## src/hdl/ps2kbd_pkg.sv

```systemverilog
// widths, key code types, keymap word bit positions, protocol codes, hold-off states
package ps2kbd_pkg;

	// --------------------------------------------------------------------------
	// data types
	// --------------------------------------------------------------------------
	typedef logic [7:0] scan_code_t;	// one PS/2 scan code byte
	typedef logic [7:0] amiga_key_t;	// amiga raw key, msb is upstroke
	typedef logic [15:0] keymap_entry_t;	// one keymap table word

	// upstroke flag inside amiga_key_t
	localparam int KEY_UP_BIT = 7;

	// start, 8 data, parity, stop
	localparam int FRAME_BITS = 11;

	// --------------------------------------------------------------------------
	// keymap word layout
	// bits 6..0 hold the amiga key number for normal keys
	// --------------------------------------------------------------------------
	localparam int KM_VALID = 15;	// key present in table
	localparam int KM_CTRL = 14;
	localparam int KM_ALT_L = 13;
	localparam int KM_ALT_R = 12;
	localparam int KM_CAPS = 11;
	localparam int KM_PROTO = 7;	// protocol byte, not a key

	// protocol sub-codes, only meaningful with KM_PROTO
	localparam int KM_PFX_EXT = 0;
	localparam int KM_PFX_REL = 1;
	localparam int KM_PFX_ACK = 2;

	// scan code set 2 protocol bytes
	localparam scan_code_t SCAN_EXT = 8'hE0;	// extended key prefix
	localparam scan_code_t SCAN_REL = 8'hF0;	// break prefix
	localparam scan_code_t SCAN_ACK = 8'hFA;	// command acknowledge

	// keyboard hold-off controller
	typedef enum logic
	{
		WAIT_KEY,
		HOLD_OFF
	} hold_state_t;

endpackage
```

## src/hdl/ps2_keyboard.sv

```systemverilog
// top level of the PS/2 to amiga keyboard front end
`timescale 1ns/1ps

module ps2_keyboard
	import ps2kbd_pkg::*;
#(
	parameter int TIMEOUT_BITS = 19	// about 74 ms at 7 MHz
)
(
	input  logic       clk,
	input  logic       reset,
	input  logic       ps2_clk_in,
	input  logic       ps2_dat_in,
	output logic       ps2_clk_hold,	// board drives the clock line low
	output amiga_key_t key_code,
	output logic       key_strobe,
	input  logic       key_ack,
	output logic       caps_lock,
	output logic       kbd_reset
);

	logic frame_ready;
	scan_code_t frame_code;
	logic key_valid;
	logic is_ctrl, is_alt_l, is_alt_r, is_caps;

	ps2_rx rx0 (
		.clk(clk), .reset(reset),
		.ps2_clk_in(ps2_clk_in), .ps2_dat_in(ps2_dat_in),
		.frame_ready(frame_ready), .frame_code(frame_code)
	);

	scancode_map map0 (
		.clk(clk), .reset(reset),
		.frame_ready(frame_ready), .frame_code(frame_code),
		.key_valid(key_valid), .key_code(key_code),
		.is_ctrl(is_ctrl), .is_alt_l(is_alt_l), .is_alt_r(is_alt_r), .is_caps(is_caps)
	);

	key_event_filter filt0 (
		.clk(clk), .reset(reset),
		.key_valid(key_valid), .key_code(key_code),
		.is_ctrl(is_ctrl), .is_alt_l(is_alt_l), .is_alt_r(is_alt_r), .is_caps(is_caps),
		.key_strobe(key_strobe), .caps_lock(caps_lock), .kbd_reset(kbd_reset)
	);

	ps2_hold_ctrl #(.TIMEOUT_BITS(TIMEOUT_BITS)) hold0 (
		.clk(clk), .reset(reset),
		.key_strobe(key_strobe), .key_ack(key_ack),
		.ps2_clk_hold(ps2_clk_hold)
	);

endmodule

```

## src/hdl/ps2_hold_ctrl.sv

```systemverilog
// keyboard hold-off state machine and timeout counter
`timescale 1ns/1ps

module ps2_hold_ctrl
	import ps2kbd_pkg::*;
#(
	parameter int TIMEOUT_BITS = 19
)
(
	input  logic clk,
	input  logic reset,
	input  logic key_strobe,
	input  logic key_ack,
	output logic ps2_clk_hold
);

	hold_state_t state, next_state;
	logic [TIMEOUT_BITS:0] hold_count;	// runs up to 2**TIMEOUT_BITS
	logic timed_out;

	assign timed_out = hold_count[TIMEOUT_BITS];

	always_comb
	begin
		next_state = state;
		case (state)
			WAIT_KEY:
				if (key_strobe)
					next_state = HOLD_OFF;
			HOLD_OFF:
				if (key_ack || timed_out)	// host took the key or gave up
					next_state = WAIT_KEY;
			default:
				next_state = WAIT_KEY;
		endcase
	end

	always_ff @(posedge clk)
	begin
		if (reset)
		begin
			state <= WAIT_KEY;
			hold_count <= '0;
			ps2_clk_hold <= 1'b0;
		end
		else
		begin
			state <= next_state;
			hold_count <= (state == HOLD_OFF) ? hold_count + 1'b1 : '0;
			ps2_clk_hold <= (next_state == HOLD_OFF);	// clock line low while waiting
		end
	end

endmodule

```

## src/hdl/key_event_filter.sv

```systemverilog
// typematic filter, caps lock memory, key strobe, reset-combination detect
`timescale 1ns/1ps

module key_event_filter
	import ps2kbd_pkg::*;
(
	input  logic       clk,
	input  logic       reset,
	input  logic       key_valid,
	input  amiga_key_t key_code,
	input  logic       is_ctrl,
	input  logic       is_alt_l,
	input  logic       is_alt_r,
	input  logic       is_caps,
	output logic       key_strobe,
	output logic       caps_lock,
	output logic       kbd_reset
);

	amiga_key_t last_key;
	logic key_up;
	logic key_equal;
	logic key_dup;
	logic ctrl_up, alt_l_up, alt_r_up;	// 1 while released

	assign key_up = key_code[KEY_UP_BIT];
	assign key_equal = (last_key[6:0] == key_code[6:0]);
	assign key_dup = key_equal && (last_key[KEY_UP_BIT] == key_up);	// typematic repeat

	// last key seen; only its own upstroke replaces a downstroke
	always_ff @(posedge clk)
	begin
		if (reset)
			last_key <= '0;
		else if (key_valid && !key_up)
			last_key <= key_code;
		else if (key_valid && key_up && key_equal)
			last_key <= key_code;
	end

	// amiga caps lock is a latching key
	always_ff @(posedge clk)
	begin
		if (reset)
			caps_lock <= 1'b0;
		else if (key_valid && !key_up && is_caps && !key_dup)
			caps_lock <= ~caps_lock;
	end

	// caps events on both edges are swallowed while the lock is on
	assign key_strobe = key_valid && !key_dup && !(caps_lock && is_caps);

	// --------------------------------------------------------------------------
	// keyboard reset on ctrl (or caps) + left alt + right alt
	// --------------------------------------------------------------------------
	always_ff @(posedge clk)
	begin
		if (reset)
		begin
			ctrl_up <= 1'b1;
			alt_l_up <= 1'b1;
			alt_r_up <= 1'b1;
		end
		else if (key_valid)
		begin
			if (is_ctrl || is_caps)
				ctrl_up <= key_up;
			if (is_alt_l)
				alt_l_up <= key_up;
			if (is_alt_r)
				alt_r_up <= key_up;
		end
	end

	assign kbd_reset = ~(ctrl_up | alt_l_up | alt_r_up);

endmodule

```

## src/hdl/scancode_map.sv

```systemverilog
// set 2 scan code to amiga key table with E0/F0 prefix tracking
`timescale 1ns/1ps

module scancode_map
	import ps2kbd_pkg::*;
(
	input  logic       clk,
	input  logic       reset,
	input  logic       frame_ready,
	input  scan_code_t frame_code,
	output logic       key_valid,
	output amiga_key_t key_code,
	output logic       is_ctrl,
	output logic       is_alt_l,
	output logic       is_alt_r,
	output logic       is_caps
);

	localparam keymap_entry_t WORD_EXT = keymap_entry_t'((1 << KM_PROTO) | (1 << KM_PFX_EXT));
	localparam keymap_entry_t WORD_REL = keymap_entry_t'((1 << KM_PROTO) | (1 << KM_PFX_REL));
	localparam keymap_entry_t WORD_ACK = keymap_entry_t'((1 << KM_PROTO) | (1 << KM_PFX_ACK));

	keymap_entry_t keymap_word;
	logic lookup_d;	// table output is fresh
	logic ext_flag;
	logic rel_flag;

	always_ff @(posedge clk)
	begin
		if (reset)
			lookup_d <= 1'b0;
		else
			lookup_d <= frame_ready;
	end

	// prefix state is updated when the table word is out
	always_ff @(posedge clk)
	begin
		if (reset)
		begin
			ext_flag <= 1'b0;
			rel_flag <= 1'b0;
		end
		else if (lookup_d && keymap_word[KM_PROTO] && keymap_word[KM_PFX_EXT])
			ext_flag <= 1'b1;
		else if (lookup_d && keymap_word[KM_PROTO] && keymap_word[KM_PFX_REL])
			rel_flag <= 1'b1;
		else if (lookup_d && !(keymap_word[KM_PROTO] && keymap_word[KM_PFX_ACK]))
		begin
			// a key ends the sequence
			ext_flag <= 1'b0;
			rel_flag <= 1'b0;
		end
	end

	assign key_valid = keymap_word[KM_VALID] & lookup_d;
	assign key_code = {rel_flag, keymap_word[6:0]};
	assign is_ctrl = keymap_word[KM_CTRL];
	assign is_alt_l = keymap_word[KM_ALT_L];
	assign is_alt_r = keymap_word[KM_ALT_R];
	assign is_caps = keymap_word[KM_CAPS];

	// --------------------------------------------------------------------------
	// keymap table indexed by {extended, scan code}
	// --------------------------------------------------------------------------
	always_ff @(posedge clk)
	begin
		if (frame_ready)
		begin
			case ({ext_flag, frame_code})
				9'h01c:	keymap_word <= 16'h8020;	// a
				9'h032:	keymap_word <= 16'h8035;	// b
				9'h021:	keymap_word <= 16'h8033;	// c
				9'h023:	keymap_word <= 16'h8022;	// d
				9'h024:	keymap_word <= 16'h8012;	// e
				9'h02b:	keymap_word <= 16'h8023;	// f
				9'h034:	keymap_word <= 16'h8024;	// g
				9'h033:	keymap_word <= 16'h8025;	// h
				9'h043:	keymap_word <= 16'h8017;	// i
				9'h03b:	keymap_word <= 16'h8026;	// j
				9'h042:	keymap_word <= 16'h8027;	// k
				9'h04b:	keymap_word <= 16'h8028;	// l
				9'h03a:	keymap_word <= 16'h8037;	// m
				9'h031:	keymap_word <= 16'h8036;	// n
				9'h044:	keymap_word <= 16'h8018;	// o
				9'h04d:	keymap_word <= 16'h8019;	// p
				9'h015:	keymap_word <= 16'h8010;	// q
				9'h02d:	keymap_word <= 16'h8013;	// r
				9'h01b:	keymap_word <= 16'h8021;	// s
				9'h02c:	keymap_word <= 16'h8014;	// t
				9'h03c:	keymap_word <= 16'h8016;	// u
				9'h02a:	keymap_word <= 16'h8034;	// v
				9'h01d:	keymap_word <= 16'h8011;	// w
				9'h022:	keymap_word <= 16'h8032;	// x
				9'h035:	keymap_word <= 16'h8015;	// y
				9'h01a:	keymap_word <= 16'h8031;	// z
				9'h016:	keymap_word <= 16'h8001;	// 1
				9'h01e:	keymap_word <= 16'h8002;	// 2
				9'h026:	keymap_word <= 16'h8003;	// 3
				9'h025:	keymap_word <= 16'h8004;	// 4
				9'h02e:	keymap_word <= 16'h8005;	// 5
				9'h036:	keymap_word <= 16'h8006;	// 6
				9'h03d:	keymap_word <= 16'h8007;	// 7
				9'h03e:	keymap_word <= 16'h8008;	// 8
				9'h046:	keymap_word <= 16'h8009;	// 9
				9'h045:	keymap_word <= 16'h800a;	// 0
				9'h029:	keymap_word <= 16'h8040;	// space
				9'h05a:	keymap_word <= 16'h8044;	// enter
				9'h012:	keymap_word <= 16'h8060;	// left shift
				9'h059:	keymap_word <= 16'h8061;	// right shift
				9'h014:	keymap_word <= 16'hc063;	// ctrl
				9'h011:	keymap_word <= 16'ha064;	// left alt
				9'h111:	keymap_word <= 16'h9065;	// right alt
				9'h058:	keymap_word <= 16'h8862;	// caps lock
				9'h175:	keymap_word <= 16'h804c;	// cursor up
				9'h172:	keymap_word <= 16'h804d;	// cursor down
				9'h174:	keymap_word <= 16'h804e;	// cursor right
				9'h16b:	keymap_word <= 16'h804f;	// cursor left
				// protocol bytes look the same with or without E0 before them
				{1'b0, SCAN_EXT}, {1'b1, SCAN_EXT}:	keymap_word <= WORD_EXT;
				{1'b0, SCAN_REL}, {1'b1, SCAN_REL}:	keymap_word <= WORD_REL;
				{1'b0, SCAN_ACK}, {1'b1, SCAN_ACK}:	keymap_word <= WORD_ACK;
				default:	keymap_word <= '0;	// not mapped
			endcase
		end
	end

endmodule

```

## src/hdl/ps2_rx.sv

```systemverilog
// PS/2 line synchronizers, clock falling-edge detect and frame shifter
`timescale 1ns/1ps

module ps2_rx
	import ps2kbd_pkg::*;
(
	input  logic       clk,
	input  logic       reset,
	input  logic       ps2_clk_in,
	input  logic       ps2_dat_in,
	output logic       frame_ready,
	output scan_code_t frame_code
);

	logic clk_s1, clk_s2, clk_prev;
	logic dat_s1, dat_s2;
	logic clk_fall;
	logic [FRAME_BITS-1:0] shift_reg;

	// two-stage synchronizers with the lines idling high
	always_ff @(posedge clk)
	begin
		if (reset)
		begin
			clk_s1 <= 1'b1;
			clk_s2 <= 1'b1;
			clk_prev <= 1'b1;
			dat_s1 <= 1'b1;
			dat_s2 <= 1'b1;
		end
		else
		begin
			clk_s1 <= ps2_clk_in;
			clk_s2 <= clk_s1;
			clk_prev <= clk_s2;
			dat_s1 <= ps2_dat_in;
			dat_s2 <= dat_s1;
		end
	end

	assign clk_fall = clk_prev & ~clk_s2;	// keyboard data is valid here

	// lsb-first frame shifter; the start bit lands in bit 0 after the 11th edge
	always_ff @(posedge clk)
	begin
		if (reset || frame_ready)
			shift_reg <= '1;
		else if (clk_fall)
			shift_reg <= {dat_s2, shift_reg[FRAME_BITS-1:1]};
	end

	assign frame_ready = ~shift_reg[0];
	assign frame_code = shift_reg[8:1];	// parity and stop are ignored

endmodule

```

## config.mk

```make
export PLATFORM = sky130hd
export DESIGN_NAME = ps2_keyboard
export DESIGN_NICKNAME = d
export VERILOG_FILES = /design/src/hdl/ps2kbd_pkg.sv /design/src/hdl/ps2_keyboard.sv /design/src/hdl/ps2_hold_ctrl.sv /design/src/hdl/key_event_filter.sv /design/src/hdl/scancode_map.sv /design/src/hdl/ps2_rx.sv
export SDC_FILE = /design/constraint.sdc
export NUM_CORES = 1
export LEC_CHECK = 0
export ABC_CLOCK_PERIOD_IN_PS = 4910
export BUFFER_PORTS_ARGS = -buffer_cell sky130_fd_sc_hd__buf_2
export CAP_MARGIN = 5
export CORE_MARGIN = 4
export CORE_UTILIZATION = 62
export CTS_CLUSTER_SIZE = 16
export DETAILED_ROUTE_END_ITERATION = 8
export HOLD_SLACK_MARGIN = 0.05
export PLACE_DENSITY = 0.87
export SLEW_MARGIN = 25
export SYNTH_ARGS = -nofsm -noshare
export SYNTH_HDL_FRONTEND = slang
export SYNTH_SLANG_ARGS = --single-unit
```

## constraint.sdc

```tcl
create_clock -name clk -period 4.91 [get_ports clk]
set_clock_uncertainty 0.15 [all_clocks]
set_input_delay 1.473 -clock clk [delete_from_list [all_inputs] [get_ports clk]]
set_output_delay 1.473 -clock clk [all_outputs]
set_load 0.03 [all_outputs]
```

# Word-level counts from Yosys, hierarchy flattened
# Index checks and enable logic that the tools add are counted.
word_totals:
  ff_bits: 68
  latch_bits: 0
  mem_bits_rw: 0
  mem_bits_ro: 0
  input_bits: 5
  output_inout_bits: 12
  wordCells: 128
  memories: 0
op_classes:
  addsub: 1
  mul: 0
  div: 0
  order_cmp: 0
  n_eq_ne: 57
  shift: 0
  mux: 10
  bitwise: 10
  n_reduce_logical: 33
ops:
  columns: ["op", "count"]
  rows:
  - ["$pmux W16 S51", 1]
  - ["$eq A9 B6 Y1 const B", 23]
  - ["$eq A9 B5 Y1 const B", 10]
  - ["$eq A9 B7 Y1 const B", 10]
  - ["$eq A9 B9 Y1 const B", 8]
  - ["$eq A9 B8 Y1 const B", 3]
  - ["$add A20 B1 Y20 const B", 1]
  - ["$mux W8", 2]
  - ["$logic_and A1 B1 Y1", 14]
  - ["$reduce_and A2 Y1", 5]
  - ["$reduce_or A2 Y1", 4]
  - ["$eq A7 B7 Y1", 1]
  - ["$mux W1", 6]
  - ["$not A1 Y1", 6]
  - ["$reduce_bool A2 Y1", 3]
  - ["$logic_not A1 Y1", 4]
  - ["$logic_or A1 B1 Y1", 3]
  - ["$and A1 B1 Y1", 2]
  - ["$ne A2 B1 Y1 const B", 1]
  - ["$or A1 B1 Y1", 2]
  - ["$pmux W1 S2", 1]
  - ["$eq A1 B1 Y1", 1]

# Logic depth before layout (Yosys ltp)
# Gate-level depths: netlist (run 1).
logic_depth:
  ltp_word: 7
  mapped_depth: 8
  depth_no_buf: 5

# Modules after synthesis
# A second synthesis (run 1) with hierarchy kept.
unflattened:
  cells_unflattened: 443
  area_unflattened_um2: 3915.0
by_module_without_submodules:
  columns: ["module", "n_inst", "cells_per_inst", "area_per_inst_um2"]
  rows:
  - ["scancode_map", 1, 204, 1615.3]
  - ["ps2_hold_ctrl", 1, 105, 935.9]
  - ["ps2_rx", 1, 67, 708.2]
  - ["key_event_filter", 1, 67, 655.6]

# Worst setup path after synthesis (run 1)
# Ideal clock, no wire load.
synth_path:
  path_kind: "reg-to-output"
  start: "register map0.keymap_word[0]"
  end: "output port key_strobe"
  t_arrival_ns: 1.178
  required_ns: 3.287
  slack_ns: 2.109
  stages_incl_launch_ff: 4
  n_path_buf: 0
  path_cell_list: "edfxtp_1 xnor2_1 nand4_1 o31a_1"
synth_via:
  elab_chain_len: 5
synth_lines:
  columns: ["item", "line_no", "source"]
  rows:
  - ["start: declaration", "scancode_map.sv:23", "keymap_entry_t keymap_word;"]
  - ["start signal: assignment", "scancode_map.sv:71", "9'h01c: keymap_word <= 16'h8020;"]
  - ["start signal: assignment", "scancode_map.sv:72", "9'h032: keymap_word <= 16'h8035;"]
  - ["start signal: assignment", "scancode_map.sv:73", "9'h021: keymap_word <= 16'h8033;"]
  - ["$eq A7 B7 Y1", "key_event_filter.sv:27", "assign key_equal = (last_key[6:0] == key_code[6:0]);"]
  - ["$logic_and A1 B1 Y1", "key_event_filter.sv:28", "assign key_dup = key_equal && (last_key[KEY_UP_BIT] == key_up);"]
  - ["$logic_not A1 Y1", "key_event_filter.sv:51", "assign key_strobe = key_valid && !key_dup && !(caps_lock && is_caps);"]
  - ["$logic_and A1 B1 Y1 (2 in a row)", "key_event_filter.sv:51", null]
  - ["end: declaration", "ps2_keyboard.sv:16", "output logic key_strobe,"]
# Every way passes these cells.

# Final worst setup path (run 1)
# Same ends and word-level chain as after synthesis.

==> results of run 1 <==
[final cells by class]
| class | instances | area, um^2 | area share |
|---|---|---|---|
| multi-input combinational | 342 | 2100 | 0.531 |
| sequential | 65 | 1430 | 0.363 |
| clock buffer | 12 | 188 | 0.0475 |
| tap | 75 | 93.8 | 0.0238 |
| timing repair buffer | 17 | 87.6 | 0.0222 |
| clock inverter | 4 | 28.8 | 0.00729 |
| inverter | 6 | 22.5 | 0.00571 |
[cells by family (layout without fill, tap and decap cells)]
family | Yosys count | count (layout) | share of synthesized area
flip-flops | 65 | 65 | 0.379
buffers and inverters | 48 | 39 | 0.0659
multiplexers | 3 | 3 | 0.00795
AO/OA/AOI/OAI | 83 | 83 | 0.151
adder cells (fa/ha/maj) | 1 | 1 | 0.00331
AND/OR/NAND/NOR | 226 | 226 | 0.326
XOR/XNOR | 29 | 29 | 0.0673
[power groups by stage]
stage	registers, mW	logic (mW)	clock network, mW
final	0.570	0.0558	0.471
after global routing	0.572	0.0614	0.505
after CTS	0.569	0.0546	0.479
after detailed placement	0.581	0.0543	0
after global placement	0.581	0.0540	0
after floorplan	0.565	0.0606	0
[stage by stage]
stage	hold WS [ps]	power (mW)
floorplan	239	0.625
CTS	262	1.10
finish	260	1.10
detailed placement	245	0.636
global placement	242	0.635
global route	276	1.14
[per-layer routing]
metal / part of all wire / wire, um
met4: 0.019 / 164
met3: 0.099 / 839
met5: 0 / 0
met1: 0.43 / 3630
met2: 0.45 / 3820
[cells in the final DEF, fill, tap and decap left out, drive strengths merged, types with 9 or more instances in the layout]
cell type   n
nand2      41
nor3b       9
xor2       10
buf        17
nor2       43
nand2b     11
nor3       12
edfxtp     13
o21ai      19
clkbuf     12
nand4      11
nand3      35
nor2b      15
a21oi      17
dfxtp      52
xnor2      19
o211ai      9
[critical path: cells and delay by family, from the launching register on]
kind,cells,cell delay (ps)
and+or+nand+nor,1,220
AOI/OAI and AO/OA,1,360
DFF,1,470
xor gates and xnor gates,1,180
buffers and inverters,1,180
[path summary, 6_finish.rpt]
path | depth (start not counted) | startpoint | endpoint
min reg2reg | 1 | rx0.clk_s1 | rx0.clk_s2
max | 4 | map0.keymap_word[0] | key_strobe
min | 1 | rx0.clk_s1 | rx0.clk_s2
max reg2reg | 5 | rx0.shift_reg[2] | map0.keymap_word[2]
==> run summary, run 1 <==
The flow ran to the end, and the final reports show no timing, DRC or antenna violations. Setup slack on the worst reg-to-reg path comes out at 2010 ps. Across the VDD grid, the largest voltage drop is 0.222 mV. OpenSTA, run right after detailed placement, puts the worst setup slack at 1920 ps.

17 I/O pins were placed. For the total via count in the routed design, the log shows 3357. The cell leakage power came out at 1.35 nW.

The most used flip-flop cell after synthesis is sky130_fd_sc_hd__dfxtp_1. The pin slew with the least headroom to its limit works out to 1080 ps. The layout has 464 filler cells. The post-synthesis area per instance is 8.30 um^2, and the unique cell type count in the Yosys netlist is 64. The logs give 277 for the iteration-0 DRC count of the detailed router and 5920 um^2 for the core area. The met3 usage was 0.0634; the final global-route overflow total was 0. Detailed placement finished with a half-perimeter wire length of 5670 um. Switching portion of total power: 0.241. In the synthesized netlist, the cells that appear most often are sky130_fd_sc_hd__dfxtp_1 (52), sky130_fd_sc_hd__nor2_1 (43), sky130_fd_sc_hd__nand2_1 (41). The die is 86.0 um wide. Data arrives at the worst endpoint at 1730 ps.

In this run, post-CTS repair resized a total of 0 instances. Among all cell types in the netlist, the one instantiated most often is sky130_fd_sc_hd__dfxtp_1. The number of antenna violations at the first check in global routing was 0; the power share of the clock group was 0.429. TritonCTS built the clock tree. The highest-delay cell along the critical path was sky130_fd_sc_hd__edfxtp_1. The setup path with the least slack is of type flop to output port. The worst max-slew margin expressed relative to the limit is 0.281, and the synthesis warning total is 0. The vertical die dimension was 86.0 um; the met2 global-route usage was 0.364. The fraction of registers with async set/reset is 0, and the number of clock sinks seen by CTS is 65.

The post-synthesis to final-layout area growth was 4.54%. After detailed routing, the average wire length per cell comes to 16.2 um. Post-synthesis cell count: 455. For the cell area after synthesis, the log shows 3780 um^2. Wires add up to 8450 um.

The deepest clock path buffer count was 2. STA classifies the critical path startpoint as a flop. Dividing the detail-routed via count by the number of cells gives 6.44. The share of layout cells above drive strength 1 came out at 0.101.

The logs give 14200 um for the first-pass GRT wire length and 0 for the number of buffers inserted for hold repair after clock tree synthesis. The count of nets left with antenna violations once routing finished came out at 0. The logs give 0 for the max-slew violation count and 0 ps for the post-route setup TNS. The tools report the number of diodes as 0. In this run, synthesis produced a sequential element count of 65. The tools report the final critical-path setup slack as 1550 ps.

Path class of the lowest-slack min-delay path: flop to flop. The tree is rooted in a sky130_fd_sc_hd__clkbuf_8. Along the worst path, the maximum fanout reaches 6. The final instance count without filler cells is 521. Clock-pin slew was measured on the worst setup and hold paths at 70 ps.

The die covers 7400 um^2. The logs give 0.379 for the sequential element share of the synthesized area and 0.667 for the share of the core filled with cells. For this run, the post-layout net count is 447.

The clock tree synthesis step divided the H-tree into 3 levels. Counting the buffers created by CTS gives 9. Largest area contributor in the synthesized netlist: sky130_fd_sc_hd__dfxtp_1. The tool flagged a number of max-cap violations equal to 0. In this run the post-CTS setup repair buffer count came out at 0. Once placement finished, the instance area stood at 3730 um^2. Setup repair after global routing left no endpoint under its margin. In the routed design, unresolved DRC markers number 0.

Entering global routing, the biggest net connects 32 pins. The initialized floorplan defines 28 standard-cell rows. Relative contribution of sequential cells to total power: 0.520. The number of failing hold endpoints at the final stage was 0; the starting density of the core was 0.638.

The clock reaches the later pin of the worst-skew pair after 330 ps. The via count of the first global-routing pass is 3089, and the net switching power is 264 uW. The worst setup path is captured at an output port. After synthesis, the cell types taking the most area are sky130_fd_sc_hd__dfxtp_1 (28%), sky130_fd_sc_hd__edfxtp_1 (10%), sky130_fd_sc_hd__nand3_1 (4.5%). The logs give 0.051 for the combinational group share of total power and 505 for the total instance count after detailed placement.

Input and output buffers added on the ports amount to 16. The placer's final routability congestion estimate came out at 1.02. The register with the most flip-flops in the layout has 20 of them. The worst stage delay on the critical path was 470 ps; the met1 track demand over resource was 0.322. Traced cell by cell, the critical path runs through xnor2_1, nand4_1, o31a_1, buf_2. Final design instance area without fill: 3950 um^2.

STA puts the critical path data required time at 3290 ps. The internal power of the cells totals 833 uW. The share of the synthesized area in the top cell type was 0.276; the number of search-and-repair iterations in the first detailed-routing pass was 6. Static timing analysis puts the maximum clock frequency at 0.298 GHz. The run gives 0 as the final setup violation count. The share of the clock period used by the worst path after layout is 0.683, and the overall routing resource usage is 0.237. The final critical path time including I/O delays and setup came out at 3360 ps. The layer flagged by global routing as most heavily used is met2. The power per cell area was 278 nW/um^2; the number of enable flip-flop cells after synthesis was 13.

The run gives 461 as the net count after synthesis.
Note: power is estimated with default switching activity, not from simulation.
==> run 2, diff against run 1 <==
- ABC_AREA: unset -> 1
- ABC_CLOCK_PERIOD_IN_PS: 4910 -> 2800
- CORE_UTILIZATION: 62 -> 56
- PLACE_DENSITY: 0.87 -> 0.83
- clock period: 4.91 -> 2.8 ns (I/O delays scaled with it)
==> run 2 against run 1 <==
Compared with the run above:
- clock-buffer cell count is 3 lower
- core utilization decreased by 4.2 points
- first-iteration DRC count shrank 15%
- worst setup slack lost 1300 ps
- critical path type unchanged
- critical endpoint unchanged
- largest cell class unchanged
- highest routed layer unchanged
==> run summary, run 2 <==
The adder-cell area share of the yosys netlist came out at 0.00332. The tools report the terminating pin of the worst hold path as rx0.clk_s2. The overall routing resource usage came out at 0.237. Largest area contributor in the synthesized netlist: sky130_fd_sc_hd__dfxtp_1. The root buffer cell chosen for the clock tree is sky130_fd_sc_hd__clkbuf_8. The most frequently used cell type in the post-synthesis netlist is sky130_fd_sc_hd__nand2_1. Summed over all cells, the static leakage comes to 1.82 nW. In the routed layout, each cell is associated on average with a via count of 5.65.

After floorplanning, the core was divided into 29 placement rows. Across the run, the number of max-cap violations was 0. Sequential element share of the synthesized area: 0.380.

Traced cell by cell, the critical path runs through inv_1, nand2_1, nand2_1, nor2_1, nand2_1, inv_1, nand3_2, and2_1, buf_2. STA classifies the critical path endpoint as an output port. The number of clock sinks seen by CTS was 65. The logs give 0.385 for the power share of the clock group and 3 for the count of H-tree levels built during CTS.

Ranked by instance count, the synthesized netlist is headed by sky130_fd_sc_hd__nand2_1 (137), sky130_fd_sc_hd__nor2_1 (86), sky130_fd_sc_hd__dfxtp_1 (52), sky130_fd_sc_hd__inv_1 (52), sky130_fd_sc_hd__nand3_1 (51). The max-slew violation count is 0, and the share of the synthesized area in the top cell type is 0.277. The internal power of the cells totals 1.29 mW. For the number of antenna violations at the first check in global routing, the log shows 0.

Before CTS, the worst setup slack after placement is 536 ps. The final critical-path setup slack was 213 ps. The worst-case reg-to-reg path depth was 7.

The final worst hold slack was 265 ps. The main combinational cell family by area after synthesis was simple AND/OR/NAND/NOR gates. Via count of the first global-routing pass: 3493. For this block, the routed nets add up to 9040 um of wire.

During synthesis, Yosys emitted a total of 0 warnings. The synthesis-stage register bit count is 65. The highest-delay cell along the critical path was sky130_fd_sc_hd__edfxtp_1. The run gives 0.043 as the combinational group share of total power. The switching portion of total power was 0.241; the final global-route overflow total was 0.

After detailed routing, the number of remaining DRC violations is 0. Timing would allow up to 0.387 GHz. The share of the clock period used by the worst path after layout is 0.924. The run gives 572 as the net total in the final layout. The detailed router finished its first iteration with 236 violations. In this run the critical register-to-register path is launched from rx0.shift_reg[4]. Data arrives at the worst endpoint at 1600 ps.

After detailed routing, the average wire length per cell comes to 14.0 um. The number of nets handed over by synthesis was 559. The most used flip-flop cell after synthesis is sky130_fd_sc_hd__dfxtp_1. Post-synthesis simple-gate area fraction: 0.436. Width of the die: 90.0 um.

The run finished with clean final reports. The run gives 0 as the final setup violation count. The parity-gate share of the synthesized area counting xor and xnor cells was 0.0116; the cell area after synthesis was 3760 um^2.

After filler insertion, the fill cell instance count of the layout stands at 569. Hold-critical path depth: 1. The run gives 647 as the final instance count without filler cells. The cell that appears most often on the critical path is sky130_fd_sc_hd__nand2_1. The HPWL after detailed placement is 6970 um.

The synthesized netlist contains 35 unique library cells. Path class of the lowest-slack min-delay path: flop to flop. Yosys attributes the largest share of cell area to sky130_fd_sc_hd__dfxtp_1 (28%), sky130_fd_sc_hd__nand2_1 (14%), sky130_fd_sc_hd__edfxtp_1 (10%). TritonCTS built the clock tree. The post-route setup TNS is 0 ps, and the first-pass GRT wire length is 15900 um. The run gives 1.70 mW as the overall power consumption. VDD sags by at most 0.239 mV.

The clock transition at the registers of the reported paths works out to 70 ps. For the net switching power, the log shows 411 uW. The mux contribution to synthesized area was 0. The starting density of the core came out at 0.586.

In this run the worst path has a maximum fanout of 4. The die covers 8100 um^2. The vertical die dimension came out at 90.0 um. Setup repair after global routing left no endpoint under its margin. The reg-to-reg critical path endpoint is map0.keymap_word[1]. The flip-flop count of the largest register after layout came out at 20.

Port buffering added 16 buffers. Deepest clock path buffer count: 2. The worst hold path begins at rx0.clk_s1. In this run, CTS created clock tree buffers numbering 9.

The share of layout cells above drive strength 1 was 0.151; the number of search-and-repair iterations in the first detailed-routing pass was 5. Across all register-to-register paths, the minimum setup slack is 850 ps. Type of element launching the critical path: a flop. For the number of ports placed on the die boundary, the log shows 17.

The number of enable flip-flop cells after synthesis works out to 13. The post-synthesis area per instance is 6.81 um^2, and the number of failing hold endpoints at the final stage is 0. The count of buffer and inverter cells on the critical path came out at 3. The run gives 0 as the number of buffers inserted for hold repair after clock tree synthesis.

The library cell used most frequently in the layout, excluding fill and tap cells, is sky130_fd_sc_hd__nand2_1. Synthesis produced 553 cells. Fraction of registers with async set/reset: 0. The clock reaches the later pin of the worst-skew pair after 330 ps. The tools report the total instance count after detailed placement as 632. The maximum number of pins on one net before global-route repair is 19, and the power per cell area is 424 nW/um^2. The path type of the worst setup path is flop to output port. Post-synthesis to final-layout area growth: 6.68%.

The complex-gate fraction of the synthesized area works out to 0.0781. Across all layers, the routed design uses 3655 vias. The cell family contributing the most delay on the critical path is simple AND/OR/NAND/NOR gates. The placer's final routability congestion estimate is 0.975, and the worst stage delay on the critical path is 390 ps. Once detail routing completed, the nets flagged for antenna violations numbered 0. The tools report the core area as 6420 um^2. The library cells used most frequently in the layout, excluding fill and tap cells, are sky130_fd_sc_hd__nand2_1 (137), sky130_fd_sc_hd__nor2_1 (86), sky130_fd_sc_hd__inv_1 (52), sky130_fd_sc_hd__dfxtp_1 (52), sky130_fd_sc_hd__nand3_1 (50). The pin slew with the least headroom to its limit was 686 ps; the number of diodes was 0.

The relative contribution of sequential cells to total power is 0.572. The worst max-slew margin expressed relative to the limit is 0.541, and the final critical path time including I/O delays and setup is 2590 ps. Data required time of the worst path: 1810 ps.
[run 2: changes by cell type after synthesis, sizes merged, moves of 11 or more]
cell / delta
buf: -18
nor2: +56
xnor2: -15
nor2b: -15
inv: +58
nand2: +109
nand3: +21
nand2b: -11
[run 2: power groups by stage]
stage | Clock [mW] | Combinational (mW) | Sequential [mW]
after global routing | 0.721 | 0.0832 | 0.976
after CTS | 0.679 | 0.0725 | 0.974
after floorplan | 0 | 0.0567 | 0.993
after global placement | 0 | 0.0702 | 0.995
after detailed placement | 0 | 0.0722 | 0.995
final | 0.656 | 0.0731 | 0.974
[run 2: cells by family after synthesis]
logic type      count (synthesis)
compound gates                 53
xor+xnor                        5
buf+inv                        80
fa+ha+maj                       1
simple gates                  349
flops                          65
[run 2: worst max-delay path by stage]
stage | from | slack (ps) | endpoint | cells after the start
2_1_floorplan | map0.keymap_word[0] | 670 | key_strobe | 8
6_report | map0.keymap_word[6] | 210 | key_strobe | 9
4_1_cts | map0.keymap_word[6] | 160 | key_strobe | 9
5_1_grt | map0.keymap_word[0] | 20 | key_strobe | 9
3_3_place_gp | map0.keymap_word[0] | 580 | key_strobe | 8
3_5_place_dp | map0.keymap_word[6] | 540 | key_strobe | 9
[run 2: layout make-up]
type / count / area (um^2) / area share
clock buffer: 9 / 124 / 0.0309
sequential: 65 / 1430 / 0.356
tap: 77 / 96.3 / 0.0240
multi-input combinational: 408 / 2000 / 0.497
timing repair buffer: 17 / 87.6 / 0.0218
clock inverter: 6 / 35.0 / 0.00873
inverter: 65 / 244 / 0.0608
[run 2: metal layers]
metal  track usage  wire (um)  vias to the layer above
met3        0.0509        591                       19
met5             0          0                        -
met1         0.311       4010                     1671
li1              -          -                     1818
met2         0.381       4220                      147
met4        0.0931        225                        0
[run 2: worst reg2reg max path, cell delays in order, from the launching register on]
cell,delay (ps)
sky130_fd_sc_hd__dfxtp_1,510
sky130_fd_sc_hd__inv_2,100
sky130_fd_sc_hd__nand2_2,130
sky130_fd_sc_hd__nor2_4,90
sky130_fd_sc_hd__o21ai_0,330
sky130_fd_sc_hd__nand3_1,120
sky130_fd_sc_hd__a21oi_1,190
sky130_fd_sc_hd__nand3_1,90
[run 2: metrics by stage]
stage / utilization / instance area (um^2)
2_1_floorplan: - / 3760
5_1_grt: 0.625 / 4020
6_report: 0.625 / 4020
4_1_cts: 0.624 / 4010
3_3_place_gp: 0.600 / 3850
3_5_place_dp: 0.600 / 3850
[run 2: what timing repair did]
action                                  4_1_cts  5_1_grt
gates resized for setup                       0        1
endpoints found under the setup margin        0        1
setup buffers                                 0        0
